--- src/common/mul_types_pkg.sv ---
// Operator, MULH step and sign-mode encodings for the shared multiply unit
// Used by the request interface, the ingress ports and the multiplier core
package mul_types_pkg;

  ////////////////////////////////////////////////////////////////////////////
  // Operator
  ////////////////////////////////////////////////////////////////////////////

  typedef enum logic [0:0] {
    MUL_M32 = 1'b0,  // Low 32 bits, single step
    MUL_H   = 1'b1   // High 32 bits, 4-step sequence
  } mul_opcode_e;

  ////////////////////////////////////////////////////////////////////////////
  // MULH sequence steps
  ////////////////////////////////////////////////////////////////////////////

  // One 17x17 partial product per step
  typedef enum logic [1:0] {
    MUL_ALBL = 2'b00,  // al * bl
    MUL_ALBH = 2'b01,  // al * bh
    MUL_AHBL = 2'b10,  // ah * bl
    MUL_AHBH = 2'b11   // ah * bh, result issued
  } mul_state_e;

  ////////////////////////////////////////////////////////////////////////////
  // Sign mode
  ////////////////////////////////////////////////////////////////////////////

  // Bit 0 marks operand a signed, bit 1 operand b signed
  typedef enum logic [1:0] {
    SIGN_UU = 2'b00,  // MULHU
    SIGN_SU = 2'b01,  // MULHSU
    SIGN_SS = 2'b11   // MULH
  } mul_sign_e;

endpackage

--- src/common/mul_cfg_pkg.sv ---
// Sizes of the shared multiply unit
// Data width and requester numbering for ports, arbiter and core
package mul_cfg_pkg;

  ////////////////////////////////////////////////////////////////////////////
  // Datapath
  ////////////////////////////////////////////////////////////////////////////

  localparam int DATA_W = 32;  // Operand and result width

  ////////////////////////////////////////////////////////////////////////////
  // Requesters
  ////////////////////////////////////////////////////////////////////////////

  localparam int NUM_REQ = 2;  // Fixed, two issue slots

  // Id tag carried with each request back to the response decode
  localparam int ID_W = (NUM_REQ > 1) ? $clog2(NUM_REQ) : 1;

endpackage

--- src/common/mul_req_if.sv ---
`timescale 1ns/1ns
// Valid/ready request channel of the multiply unit
// Links each ingress port to the arbiter and the arbiter to the core
interface mul_req_if;
  import mul_types_pkg::*;
  import mul_cfg_pkg::*;

  logic              valid;  // Held until the transfer
  logic              ready;  // Driven by the sink
  mul_opcode_e       op;
  mul_sign_e         sign;   // MULH flavour
  logic [DATA_W-1:0] op_a;
  logic [DATA_W-1:0] op_b;
  logic [ID_W-1:0]   id;     // Requester that owns the entry

  // Request side
  modport source (
    output valid,
    output op,
    output sign,
    output op_a,
    output op_b,
    output id,
    input  ready
  );

  // Accepting side
  modport sink (
    input  valid,
    input  op,
    input  sign,
    input  op_a,
    input  op_b,
    input  id,
    output ready
  );

endinterface

--- src/source/mul_ingress_port.sv ---
`timescale 1ns/1ns
// Request FIFO for one requester, sized by the credits the sender owns
// Every popped entry returns one credit through a single-cycle pulse
module mul_ingress_port #(
  parameter int CREDITS = 4,  // FIFO depth, equal to the sender's credits
  parameter int ID      = 0   // Requester number stamped on each entry
) (
  input  logic                           clk,
  input  logic                           arst_n_i,
  input  logic                           req_valid_i,  // Spends one credit
  input  mul_types_pkg::mul_opcode_e     req_op_i,
  input  mul_types_pkg::mul_sign_e       req_sign_i,
  input  logic [mul_cfg_pkg::DATA_W-1:0] req_a_i,
  input  logic [mul_cfg_pkg::DATA_W-1:0] req_b_i,
  output logic                           credit_o,     // Returns one credit
  mul_req_if.source                      out
);
  import mul_types_pkg::*;
  import mul_cfg_pkg::*;

  localparam int PTR_W = (CREDITS > 1) ? $clog2(CREDITS) : 1;
  localparam int CNT_W = $clog2(CREDITS + 1);
  localparam logic [ID_W-1:0] PORT_ID = ID_W'(ID);

  // Entry storage
  mul_opcode_e       op_mem   [CREDITS];
  mul_sign_e         sign_mem [CREDITS];
  logic [DATA_W-1:0] a_mem    [CREDITS];
  logic [DATA_W-1:0] b_mem    [CREDITS];

  logic [PTR_W-1:0]  wr_ptr_q;
  logic [PTR_W-1:0]  rd_ptr_q;
  logic [CNT_W-1:0]  count_q;   // Occupancy
  logic              pop;

  // Wrap at CREDITS, which need not be a power of two
  function automatic logic [PTR_W-1:0] ptr_inc(input logic [PTR_W-1:0] ptr);
    if (ptr == PTR_W'(CREDITS - 1)) begin
      return '0;
    end
    return ptr + PTR_W'(1);
  endfunction

  ////////////////////////////////////////////////////////////////////////////
  // Storage and pointers
  ////////////////////////////////////////////////////////////////////////////

  always_ff @(posedge clk) begin
    if (req_valid_i) begin  // Never full while the sender holds a credit
      op_mem[wr_ptr_q]   <= req_op_i;
      sign_mem[wr_ptr_q] <= req_sign_i;
      a_mem[wr_ptr_q]    <= req_a_i;
      b_mem[wr_ptr_q]    <= req_b_i;
    end
  end

  always_ff @(posedge clk or negedge arst_n_i) begin
    if (!arst_n_i) begin
      wr_ptr_q <= '0;
      rd_ptr_q <= '0;
      count_q  <= '0;
      credit_o <= 1'b0;
    end else begin
      if (req_valid_i) begin
        wr_ptr_q <= ptr_inc(wr_ptr_q);
      end
      if (pop) begin
        rd_ptr_q <= ptr_inc(rd_ptr_q);
      end
      case ({req_valid_i, pop})
        2'b10:   count_q <= count_q + CNT_W'(1);
        2'b01:   count_q <= count_q - CNT_W'(1);
        default: count_q <= count_q;  // Idle or push and pop together
      endcase
      credit_o <= pop;  // Credit goes back the cycle after the pop
    end
  end

  ////////////////////////////////////////////////////////////////////////////
  // Head entry on the interface
  ////////////////////////////////////////////////////////////////////////////

  assign out.valid = (count_q != '0);
  assign out.op    = op_mem[rd_ptr_q];
  assign out.sign  = sign_mem[rd_ptr_q];
  assign out.op_a  = a_mem[rd_ptr_q];
  assign out.op_b  = b_mem[rd_ptr_q];
  assign out.id    = PORT_ID;
  assign pop       = out.valid && out.ready;  // Head leaves for the core

endmodule

--- src/source/mul_arbiter.sv ---
`timescale 1ns/1ns
// Round-robin merge of the two ingress ports onto the core request channel
// Grant is combinational, the priority pointer moves on each transfer
module mul_arbiter (
  input  logic      clk,
  input  logic      arst_n_i,
  mul_req_if.sink   in0,
  mul_req_if.sink   in1,
  mul_req_if.source out
);

  logic prio_q;  // Input that wins when both are valid
  logic sel;     // Current winner

  // Pick the winner
  always_comb begin
    if (in0.valid && in1.valid) begin
      sel = prio_q;
    end else begin
      sel = in1.valid;  // Only one or none valid
    end
  end

  ////////////////////////////////////////////////////////////////////////////
  // Payload mux and ready routing
  ////////////////////////////////////////////////////////////////////////////

  assign out.valid = in0.valid || in1.valid;
  assign out.op    = sel ? in1.op   : in0.op;
  assign out.sign  = sel ? in1.sign : in0.sign;
  assign out.op_a  = sel ? in1.op_a : in0.op_a;
  assign out.op_b  = sel ? in1.op_b : in0.op_b;
  assign out.id    = sel ? in1.id   : in0.id;

  assign in0.ready = out.ready && !sel;  // Loser sees ready low
  assign in1.ready = out.ready && sel;

  // Other input gets priority after a transfer
  always_ff @(posedge clk or negedge arst_n_i) begin
    if (!arst_n_i) begin
      prio_q <= 1'b0;
    end else if (out.valid && out.ready) begin
      prio_q <= !sel;
    end
  end

endmodule

--- src/mult/mult_core.sv ---
`timescale 1ns/1ns
// Iterative integer multiplier shared by both requesters
// MUL answers in one step, MULH runs four 17x17 partial products
module mult_core (
  input  logic                           clk,
  input  logic                           arst_n_i,
  mul_req_if.sink                        req,
  output logic                           res_valid_o,
  output logic [mul_cfg_pkg::ID_W-1:0]   res_id_o,     // Owner of the result
  output logic [mul_cfg_pkg::DATA_W-1:0] res_result_o
);
  import mul_types_pkg::*;
  import mul_cfg_pkg::*;

  localparam int HALF_W = DATA_W / 2;  // 16
  localparam int PART_W = HALF_W + 1;  // Half plus sign bit
  localparam int PROD_W = 2 * PART_W;  // Partial product and accumulator

  // Control
  logic                     busy_q;       // MULH sequence running
  mul_state_e               state_q;
  logic                     m32_valid_q;  // MUL result this cycle
  logic                     accept;

  // Payload
  logic [DATA_W-1:0]        m32_res_q;
  logic [DATA_W-1:0]        m32_prod;
  logic [ID_W-1:0]          id_q;
  logic [DATA_W-1:0]        a_q;
  logic [DATA_W-1:0]        b_q;
  mul_sign_e                sign_q;
  logic signed [PROD_W-1:0] acc_q;

  // MULH datapath
  logic                     a_signed;
  logic                     b_signed;
  logic [PART_W-1:0]        al;
  logic [PART_W-1:0]        ah;
  logic [PART_W-1:0]        bl;
  logic [PART_W-1:0]        bh;
  logic [PART_W-1:0]        mul_a;
  logic [PART_W-1:0]        mul_b;
  logic signed [PROD_W-1:0] pp;           // Partial product of this step
  logic signed [PROD_W-1:0] acc_sum;

  assign req.ready = !busy_q;  // Idle means ready
  assign accept    = req.valid && !busy_q;

  // Low half is the same for signed and unsigned operands
  assign m32_prod = $signed(req.op_a) * $signed(req.op_b);

  ////////////////////////////////////////////////////////////////////////////
  // Operand split and partial product
  ////////////////////////////////////////////////////////////////////////////

  assign a_signed = (sign_q == SIGN_SU) || (sign_q == SIGN_SS);
  assign b_signed = (sign_q == SIGN_SS);

  // Low halves are always unsigned, high halves carry the sign
  assign al = {1'b0, a_q[HALF_W-1:0]};
  assign ah = {a_signed & a_q[DATA_W-1], a_q[DATA_W-1:HALF_W]};
  assign bl = {1'b0, b_q[HALF_W-1:0]};
  assign bh = {b_signed & b_q[DATA_W-1], b_q[DATA_W-1:HALF_W]};

  always_comb begin
    case (state_q)
      MUL_ALBL: begin
        mul_a = al;
        mul_b = bl;
      end
      MUL_ALBH: begin
        mul_a = al;
        mul_b = bh;
      end
      MUL_AHBL: begin
        mul_a = ah;
        mul_b = bl;
      end
      default: begin  // MUL_AHBH
        mul_a = ah;
        mul_b = bh;
      end
    endcase
  end

  // One 17x17 multiplier
  assign pp      = PROD_W'($signed(mul_a)) * PROD_W'($signed(mul_b));
  assign acc_sum = acc_q + pp;

  ////////////////////////////////////////////////////////////////////////////
  // Sequence control
  ////////////////////////////////////////////////////////////////////////////

  always_ff @(posedge clk or negedge arst_n_i) begin
    if (!arst_n_i) begin
      busy_q      <= 1'b0;
      state_q     <= MUL_ALBL;
      m32_valid_q <= 1'b0;
    end else begin
      m32_valid_q <= accept && (req.op == MUL_M32);
      if (accept && (req.op == MUL_H)) begin
        busy_q  <= 1'b1;
        state_q <= MUL_ALBL;
      end else if (busy_q) begin
        case (state_q)
          MUL_ALBL: state_q <= MUL_ALBH;
          MUL_ALBH: state_q <= MUL_AHBL;
          MUL_AHBL: state_q <= MUL_AHBH;
          default: begin  // Result leaves in AHBH
            busy_q  <= 1'b0;
            state_q <= MUL_ALBL;
          end
        endcase
      end
    end
  end

  // Operand latch and accumulator
  always_ff @(posedge clk) begin
    if (accept) begin
      id_q      <= req.id;
      a_q       <= req.op_a;
      b_q       <= req.op_b;
      sign_q    <= req.sign;
      m32_res_q <= m32_prod;
      acc_q     <= '0;  // Fresh sequence
    end else if (busy_q) begin
      case (state_q)
        MUL_ALBL: acc_q <= acc_sum >>> HALF_W;  // Keep carry of al*bl only
        MUL_ALBH: acc_q <= acc_sum;
        MUL_AHBL: acc_q <= acc_sum >>> HALF_W;  // Align to ah*bh weight
        default:  acc_q <= acc_q;
      endcase
    end
  end

  ////////////////////////////////////////////////////////////////////////////
  // Result
  ////////////////////////////////////////////////////////////////////////////

  // MULH result is the final sum, issued in AHBH
  assign res_valid_o  = m32_valid_q || (busy_q && (state_q == MUL_AHBH));
  assign res_result_o = busy_q ? acc_sum[DATA_W-1:0] : m32_res_q;
  assign res_id_o     = id_q;

endmodule

--- src/source/mult_sub.sv ---
`timescale 1ns/1ns
// Shared multiply unit for two requesters with credit flow control
// Top level of the subsystem, responses routed back by requester id
module mult_sub #(
  parameter int CREDITS = 4  // Credits per requester and ingress depth
) (
  input  logic                           clk,
  input  logic                           arst_n_i,
  // Requester 0
  input  logic                           req0_valid_i,
  input  mul_types_pkg::mul_opcode_e     req0_op_i,
  input  mul_types_pkg::mul_sign_e       req0_sign_i,
  input  logic [mul_cfg_pkg::DATA_W-1:0] req0_a_i,
  input  logic [mul_cfg_pkg::DATA_W-1:0] req0_b_i,
  output logic                           credit0_o,
  output logic                           rsp0_valid_o,
  output logic [mul_cfg_pkg::DATA_W-1:0] rsp0_result_o,
  // Requester 1
  input  logic                           req1_valid_i,
  input  mul_types_pkg::mul_opcode_e     req1_op_i,
  input  mul_types_pkg::mul_sign_e       req1_sign_i,
  input  logic [mul_cfg_pkg::DATA_W-1:0] req1_a_i,
  input  logic [mul_cfg_pkg::DATA_W-1:0] req1_b_i,
  output logic                           credit1_o,
  output logic                           rsp1_valid_o,
  output logic [mul_cfg_pkg::DATA_W-1:0] rsp1_result_o
);
  import mul_cfg_pkg::*;

  logic              res_valid;
  logic [ID_W-1:0]   res_id;
  logic [DATA_W-1:0] res_result;

  mul_req_if port0_if ();  // Port 0 to arbiter
  mul_req_if port1_if ();  // Port 1 to arbiter
  mul_req_if core_if ();   // Arbiter to core

  ////////////////////////////////////////////////////////////////////////////
  // Ingress, arbitration, multiplier
  ////////////////////////////////////////////////////////////////////////////

  mul_ingress_port #(.CREDITS(CREDITS), .ID(0)) port0_inst (
    .clk        (clk),
    .arst_n_i   (arst_n_i),
    .req_valid_i(req0_valid_i),
    .req_op_i   (req0_op_i),
    .req_sign_i (req0_sign_i),
    .req_a_i    (req0_a_i),
    .req_b_i    (req0_b_i),
    .credit_o   (credit0_o),
    .out        (port0_if)
  );

  // Last requester
  mul_ingress_port #(.CREDITS(CREDITS), .ID(NUM_REQ - 1)) port1_inst (
    .clk        (clk),
    .arst_n_i   (arst_n_i),
    .req_valid_i(req1_valid_i),
    .req_op_i   (req1_op_i),
    .req_sign_i (req1_sign_i),
    .req_a_i    (req1_a_i),
    .req_b_i    (req1_b_i),
    .credit_o   (credit1_o),
    .out        (port1_if)
  );

  mul_arbiter arbiter_inst (
    .clk     (clk),
    .arst_n_i(arst_n_i),
    .in0     (port0_if),
    .in1     (port1_if),
    .out     (core_if)
  );

  mult_core core_inst (
    .clk         (clk),
    .arst_n_i    (arst_n_i),
    .req         (core_if),
    .res_valid_o (res_valid),
    .res_id_o    (res_id),
    .res_result_o(res_result)
  );

  // Response routing by id, result bus shared
  assign rsp0_valid_o  = res_valid && (res_id == ID_W'(0));
  assign rsp1_valid_o  = res_valid && (res_id == ID_W'(NUM_REQ - 1));
  assign rsp0_result_o = res_result;
  assign rsp1_result_o = res_result;

endmodule

--- config.mk ---
export PLATFORM = sky130hd
export DESIGN_NAME = mult_sub
export DESIGN_NICKNAME = d
export VERILOG_FILES = /design/src/common/mul_types_pkg.sv /design/src/common/mul_cfg_pkg.sv /design/src/common/mul_req_if.sv /design/src/source/mul_ingress_port.sv /design/src/source/mul_arbiter.sv /design/src/mult/mult_core.sv /design/src/source/mult_sub.sv
export SDC_FILE = /design/constraint.sdc
export NUM_CORES = 2
export LEC_CHECK = 0
export BUFFER_PORTS_ARGS = -buffer_cell sky130_fd_sc_hd__buf_2
export CELL_PAD_IN_SITES_DETAIL_PLACEMENT = 0
export CELL_PAD_IN_SITES_GLOBAL_PLACEMENT = 2
export CORE_AREA = 2 2 351 353
export DETAILED_ROUTE_END_ITERATION = 10
export DIE_AREA = 0 0 353 355
export PLACE_DENSITY = 0.85
export REMOVE_ABC_BUFFERS = 1
export SLEW_MARGIN = 20
export SYNTH_ARGS = -nofsm -noshare
export SYNTH_HDL_FRONTEND = slang
export SYNTH_SLANG_ARGS = --single-unit
--- constraint.sdc ---
create_clock -name clk -period 11.6 [get_ports clk]
set_clock_uncertainty 0.15 [all_clocks]
set_input_delay 2.9 -clock clk [delete_from_list [all_inputs] [get_ports clk]]
set_output_delay 2.9 -clock clk [all_outputs]
set_load 0.05 [all_outputs]
# Yosys cells after proc, flatten, opt, wreduce, memory -nomap -nowiden
# Memories as Yosys holds them, arrays and structs flattened.
# Cells that the tools add are included.
[word_totals]
reg_bits = 154
ram_bits = 536
out_inout_bits = 68
wordCells = 119
n_memories = 8
[op_classes]
addsub = 9
mul = 2
n_eq_ne = 13
mux = 38
n_bitwise = 4
n_reduce_logical = 27
[mem_list]
columns = ["memory", "words", "word_bits", "read_ports", "rd_ports_with_merged_regs", "wr", "line", "rtl"]
rows = [
  ["port0_inst.a_mem", 4, 32, 1, 0, 1, "mul_ingress_port.sv:28", "logic [DATA_W-1:0] a_mem [CREDITS];"],
  ["port0_inst.b_mem", 4, 32, 1, 0, 1, "mul_ingress_port.sv:29", "logic [DATA_W-1:0] b_mem [CREDITS];"],
  ["port1_inst.a_mem", 4, 32, 1, 0, 1, "mul_ingress_port.sv:28", ""],
  ["port1_inst.b_mem", 4, 32, 1, 0, 1, "mul_ingress_port.sv:29", ""],
  ["port0_inst.sign_mem", 4, 2, 1, 0, 1, "mul_ingress_port.sv:27", "mul_sign_e sign_mem [CREDITS];"],
  ["port1_inst.sign_mem", 4, 2, 1, 0, 1, "mul_ingress_port.sv:27", ""],
  ["2 more memories", "n/a", "n/a", "n/a", "n/a", "n/a", "n/a", ""],
]
[ops]
columns = ["cell", "count"]
rows = [
  ["$mux 32", 3],
  ["$pmux 34 s2", 1],
  ["$add 34x34->34", 1],
  ["$mul 17x17->34", 1],
  ["$mux 17", 2],
  ["$mul 32x32->32", 1],
  ["$mux 2", 11],
  ["$eq 2x2->1 const B", 9],
  ["$mux 1", 18],
  ["$pmux 3 s2", 2],
  ["$logic_and 1x1->1", 11],
  ["$add 2x1->2 const B", 4],
  ["$eq 2x1->1 const B", 4],
  ["$reduce_bool 2->1", 4],
  ["$add 3x1->3 const B", 2],
  ["$pmux 2 s3", 1],
  ["$reduce_bool 3->1", 2],
  ["$sub 3x1->3 const B", 2],
  ["$reduce_or 2->1", 2],
  ["$logic_or 1x1->1", 3],
  ["$reduce_or 3->1", 1],
  ["$and 1x1->1", 2],
  ["$logic_not 1->1", 2],
  ["$logic_not 2->1", 1],
  ["other kinds (2)", 3],
]

# Longest topological paths before layout
[logic_depth]
depth_word = 8
mapped_depth = 34
depth_no_buf = 29

# Hierarchy
# From an unflattened synthesis, not the netlist that was laid out.
[unflattened]
hier_cells = 4502
area_unflattened_um2 = 55274.3
[modules_own_cells]
columns = ["module", "n_inst", "cells_per_inst", "area_per_inst_um2", "seq_area_each_um2"]
rows = [
  ["mult_core", 1, 3599, 33841.2, 3753.6],
  ["mul_ingress_port", 2, 393, 10136.0, 8247.9],
  ["mul_arbiter", 1, 83, 904.6, 25.0],
  ["mult_sub", 1, 34, 256.5, 0.0],
]

# Worst setup path before layout
# OpenSTA, ideal clock, no wires.
[synth_path]
kind = "reg2out"
from = "reg core_inst.state_q[0]"
to = "out rsp1_result_o[23] (netlist bit)"
arrival_time_ps = 8114
required_ps = 8550
slack_ps = 436
path_stages_with_launch = 32
path_buffers = 5
cell_sequence = "dfrtp_1 -> inv_1 -> ha_1 -> or2_2 -> clkbuf_1 -> buf_1 -> buf_1 -> nand2_1 -> nand2_1 -> clkbuf_1 -> nand2_1 -> fa_1 -> inv_1 -> fa_1 -> inv_1 -> fa_1 -> inv_1 -> fa_1 -> inv_1 -> fa_1 -> inv_1 -> fa_1 -> ha_1 -> a21o_1 -> a21oi_1 -> o21ai_0 -> a211o_1 -> a211oi_2 -> nor2_1 -> xnor2_1 -> a21oi_1 -> buf_4"
[synth_between]
elab_chain_len = 6
[synth_rtl]
columns = ["element", "line", "rtl"]
rows = [
  ["from (decl)", "mult_core.sv:21", "mul_state_e state_q;"],
  ["from (signal assigned)", "mult_core.sv:97", "state_q <= MUL_ALBL;"],
  ["from (signal assigned)", "mult_core.sv:103", "state_q <= MUL_ALBL;"],
  ["from (signal assigned)", "mult_core.sv:106", "MUL_ALBL: state_q <= MUL_ALBH;"],
  ["$eq 2x1->1 (tied with other cells)", "mult_core.sv:66", "case (state_q)"],
  ["$reduce_or 2->1 (no line)", "n/a", ""],
  ["$mux 17", "mult_core.sv:66", ""],
  ["$mul 17x17->34 *", "mult_core.sv:87", "assign pp = PROD_W'($signed(mul_a)) * PROD_W'($signed(mul_b));"],
  ["$add 34x34->34 *", "mult_core.sv:88", "assign acc_sum = acc_q + pp;"],
  ["$mux 32 *", "mult_core.sv:143", "assign res_result_o = busy_q ? acc_sum[DATA_W-1:0] : m32_res_q;"],
  ["to (decl)", "mult_sub.sv:26", "output logic [mul_cfg_pkg::DATA_W-1:0] rsp1_result_o"],
]
# Every way passes the cells marked *; elsewhere a longest branch is shown, timed or not.

# Final worst setup path
[layout_path]
from = "reg core_inst.state_q[0]"
to = "out rsp1_result_o[22] (netlist bit)"
# Same word-level chain as after synthesis.

==> results.yml <==
status:
  status: "completed"
detailed_routing:
  remaining_drc_errors: 0
  wire_per_inst_um: 23.30
  drt_iter0_drc: 2360
  vias_per_cell: 5.242
  ant_nets: 0
  vias: 33295
  wl_um: 148000
  drt_pass1_iterations: 7
floorplanning:
  initial_core_util: 0.4486
  std_cell_rows: 128
  io_pins: 206
  core_area_um2: 121400
  fp.dieW_um: 353
  fp.dieH_um: 355
  die-area_um2: 125300
global_route:
  grt_max_degree: 72
  grt_pass1_wl_um: 227000
  overflow: 0
  antenna_found_initial: 6
  grt_pass1_vias: 35754
  grt.total_usage: 0.2426
synthesis:
  synthFlopType: "edfxtp_1"
  synth_area_um2: 54450
  avgSynthCellArea_um2: 12.32
  netlist_instances: 4419
  yosys_warnings: 0
  synth-seq-area-share: 0.3723
  synth_edf_count: 635
  ys_ff_latch: 690
  synth_cell_types: 69
  async_flop_share: 0.03043
cts:
  cts_buffer_depth: 3
  clk_pin_slew_ns: 0.06
  clock_latency_ns: 0.73
  cts_root_buf: "clkbuf_16"
  cts_made_buffers: 76
  cts.htree.levels: 3
  numClockSinks: 690
  cts_hold_buf: 0
  cts_tree: "built"
sta:
  relSlewSlack: 0.2357
  max_freq_mhz: 88.23
  rsz0062_at_grt: "false"
  tns_ns: 0
  post-route-min-period_ns: 11.33
  period_share: 0.9771
  worst_slew_pin_slew_ns: 1.122
  setup_viol: 0
  final_max_slew_viol_count: 0
  hold_violations: 0
place:
  place_area_um2: 57720
  dpl.hpwl_um: 113400
  numPortBuffers: 205
  place.gp.congestion: 0.9017
worst_setup_path:
  cp_slowest_cell: "a211oi_1"
  max_stage_delay_ns: 0.57
  setup.worst_path.end_class: "output pin"
  start_kind: "flop"
  timing.rr.start: "port1_inst.count_q[0]$_DFFE_PN0P_"
  crit_arrival_ns: 8.28
  crit_type: "reg2out"
  rrSetupSlack_ns: 1.60
  r2r_end: "core_inst.m32_res_q[25]$_DFFE_PP_"
  r2r_cells: 29
  critPathBufInv: 9
  cp_top_family: "adder cells"
  worstPathRequired_ns: 8.55
  path_max_fanout: 14
worst_hold_path:
  min_to: "port1_inst.count_q[2]$_DFFE_PN0P_"
  hp-start: "port1_inst.count_q[2]$_DFFE_PN0P_"
  min_path_cells: 1
  hp-class: "reg2reg"
finish:
  area.sequential_um2: 20290
  syn_to_final_growth_pct: 11.08
  fill_cells: 10865
  finalNetCount: 5825
  final_area_um2: 60490
  drive_gt1_frac: 0.1585
  multi_input_area_um2: 30230
flow_run:
  drv_cap: 0
==> Yosys cell counts (all sizes together), types with 58 or more instances <==
master,instances,share of area
nand2,405,0.028
ha,269,0.062
mux2i,88,0.018
mux2,58,0.012
nor2,506,0.035
a21oi,65,0.0060
inv,870,0.060
buf,80,0.012
clkbuf,100,0.0069
xnor2,95,0.015
fa,749,0.28
edfxtp,635,0.35
mux4,134,0.056
==> cell type report <==
class	instances	area share
repair buffers	350	0.03657
multi-input cells	2668	0.4997
clock inverters	42	0.007074
inverters	883	0.05486
clock buffers	93	0.03266
flip-flops and latches	690	0.3355
well taps	1625	0.03361
diodes	1	0.00004137
==> cells by family (layout without fill, tap and decap cells) <==
| kind of cell | after synthesis | count (layout) | synth area share |
|---|---|---|---|
| AO/OA/AOI/OAI | 204 | 204 | 0.02525 |
| XOR/XNOR | 130 | 130 | 0.02181 |
| AND/OR/NAND/NOR | 1034 | 1036 | 0.07688 |
| other | 0 | 1 | 0 |
| flip-flops | 690 | 690 | 0.3723 |
| multiplexers | 280 | 280 | 0.08635 |
| adder cells (fa/ha/maj) | 1018 | 1018 | 0.3372 |
| buffers and inverters | 1063 | 1368 | 0.08021 |
==> cell usage in the layout, fill, tap and decap left out, types with 77 or more instances in the layout <==
master | Yosys | final
mux4_2 | 130 | 130
nand2_1 | 403 | 392
clkbuf_16 | 0 | 77
inv_1 | 865 | 862
buf_2 | 11 | 203
xnor2_1 | 95 | 93
edfxtp_1 | 635 | 635
ha_1 | 269 | 267
buf_4 | 39 | 138
fa_1 | 749 | 747
nor2_1 | 506 | 502
==> sequential cells by signal, indices dropped and copies added, names as in the netlist, 4 cells and up <==
| name | cells |
|---|---|
| core_inst.a_q | 32 |
| core_inst.acc_q | 34 |
| core_inst.b_q | 32 |
| core_inst.m32_res_q | 32 |
| port0_inst.a_mem | 128 |
| port0_inst.b_mem | 128 |
| port0_inst.op_mem | 4 |
| port0_inst.sign_mem | 8 |
| port1_inst.a_mem | 128 |
| port1_inst.b_mem | 128 |
| port1_inst.op_mem | 4 |
| port1_inst.sign_mem | 8 |
==> worst max-delay path by stage <==
stage                                              endpoint  slack [ns]  cells after the start                         startpoint
after floorplan           core_inst.m32_res_q[31]$_DFFE_PP_       -2.82                     27  port0_inst.count_q[0]$_DFFE_PN0P_
after global placement                    rsp1_result_o[30]        0.45                     26   core_inst.state_q[0]$_DFFE_PN0P_
after detailed placement                  rsp0_result_o[31]        0.34                     26   core_inst.state_q[0]$_DFFE_PN0P_
after CTS                                 rsp1_result_o[30]       0.006                     27   core_inst.state_q[0]$_DFFE_PN0P_
after global routing                      rsp0_result_o[30]       0.008                     29   core_inst.state_q[0]$_DFFE_PN0P_
final                                     rsp1_result_o[22]        0.27                     29   core_inst.state_q[0]$_DFFE_PN0P_
==> worst register-to-register path: cells and delay by family (launching register included) <==
family	cells	cell delay, ns
fa+ha+maj	9	4.44
compound gates	6	1.41
buf+inv	6	1.01
mux	1	0.87
simple gates	6	0.83
xor+xnor	1	0.53
flops	1	0.41
==> per-layer routing <==
metal	share of wire	wire, um	up-vias	global-route usage
met5	0.00024	36	-	0
met4	0.027	3937	6	0.06068
met3	0.060	8878	203	0.04056
met2	0.47	69290	1062	0.3923
met1	0.45	65880	17404	0.3438
li1	-	-	14620	-
==> repair_timing <==
action	CTS	global route
setup endpoints to repair	20	22
endpoints found under the hold margin	0	0
gates resized for setup	16	43
gates cloned	0	3
pin swaps	0	6
setup buffers	2	6
==> stage by stage <==
step	setup WS (ns)	utilization	hold WS (ns)	instances
final	0.2660	0.4983	0.3357	6352
after floorplan	-2.819	-	0.2986	4239
after CTS	0.005705	0.4961	0.3418	6342
after global routing	0.007573	0.4982	0.3600	6351
after global placement	0.4516	0.4755	0.3273	6205
after detailed placement	0.3353	0.4755	0.3329	6205
Power is not shown: default switching activity piles up to over one toggle a cycle in this logic, so the estimate is an artifact.
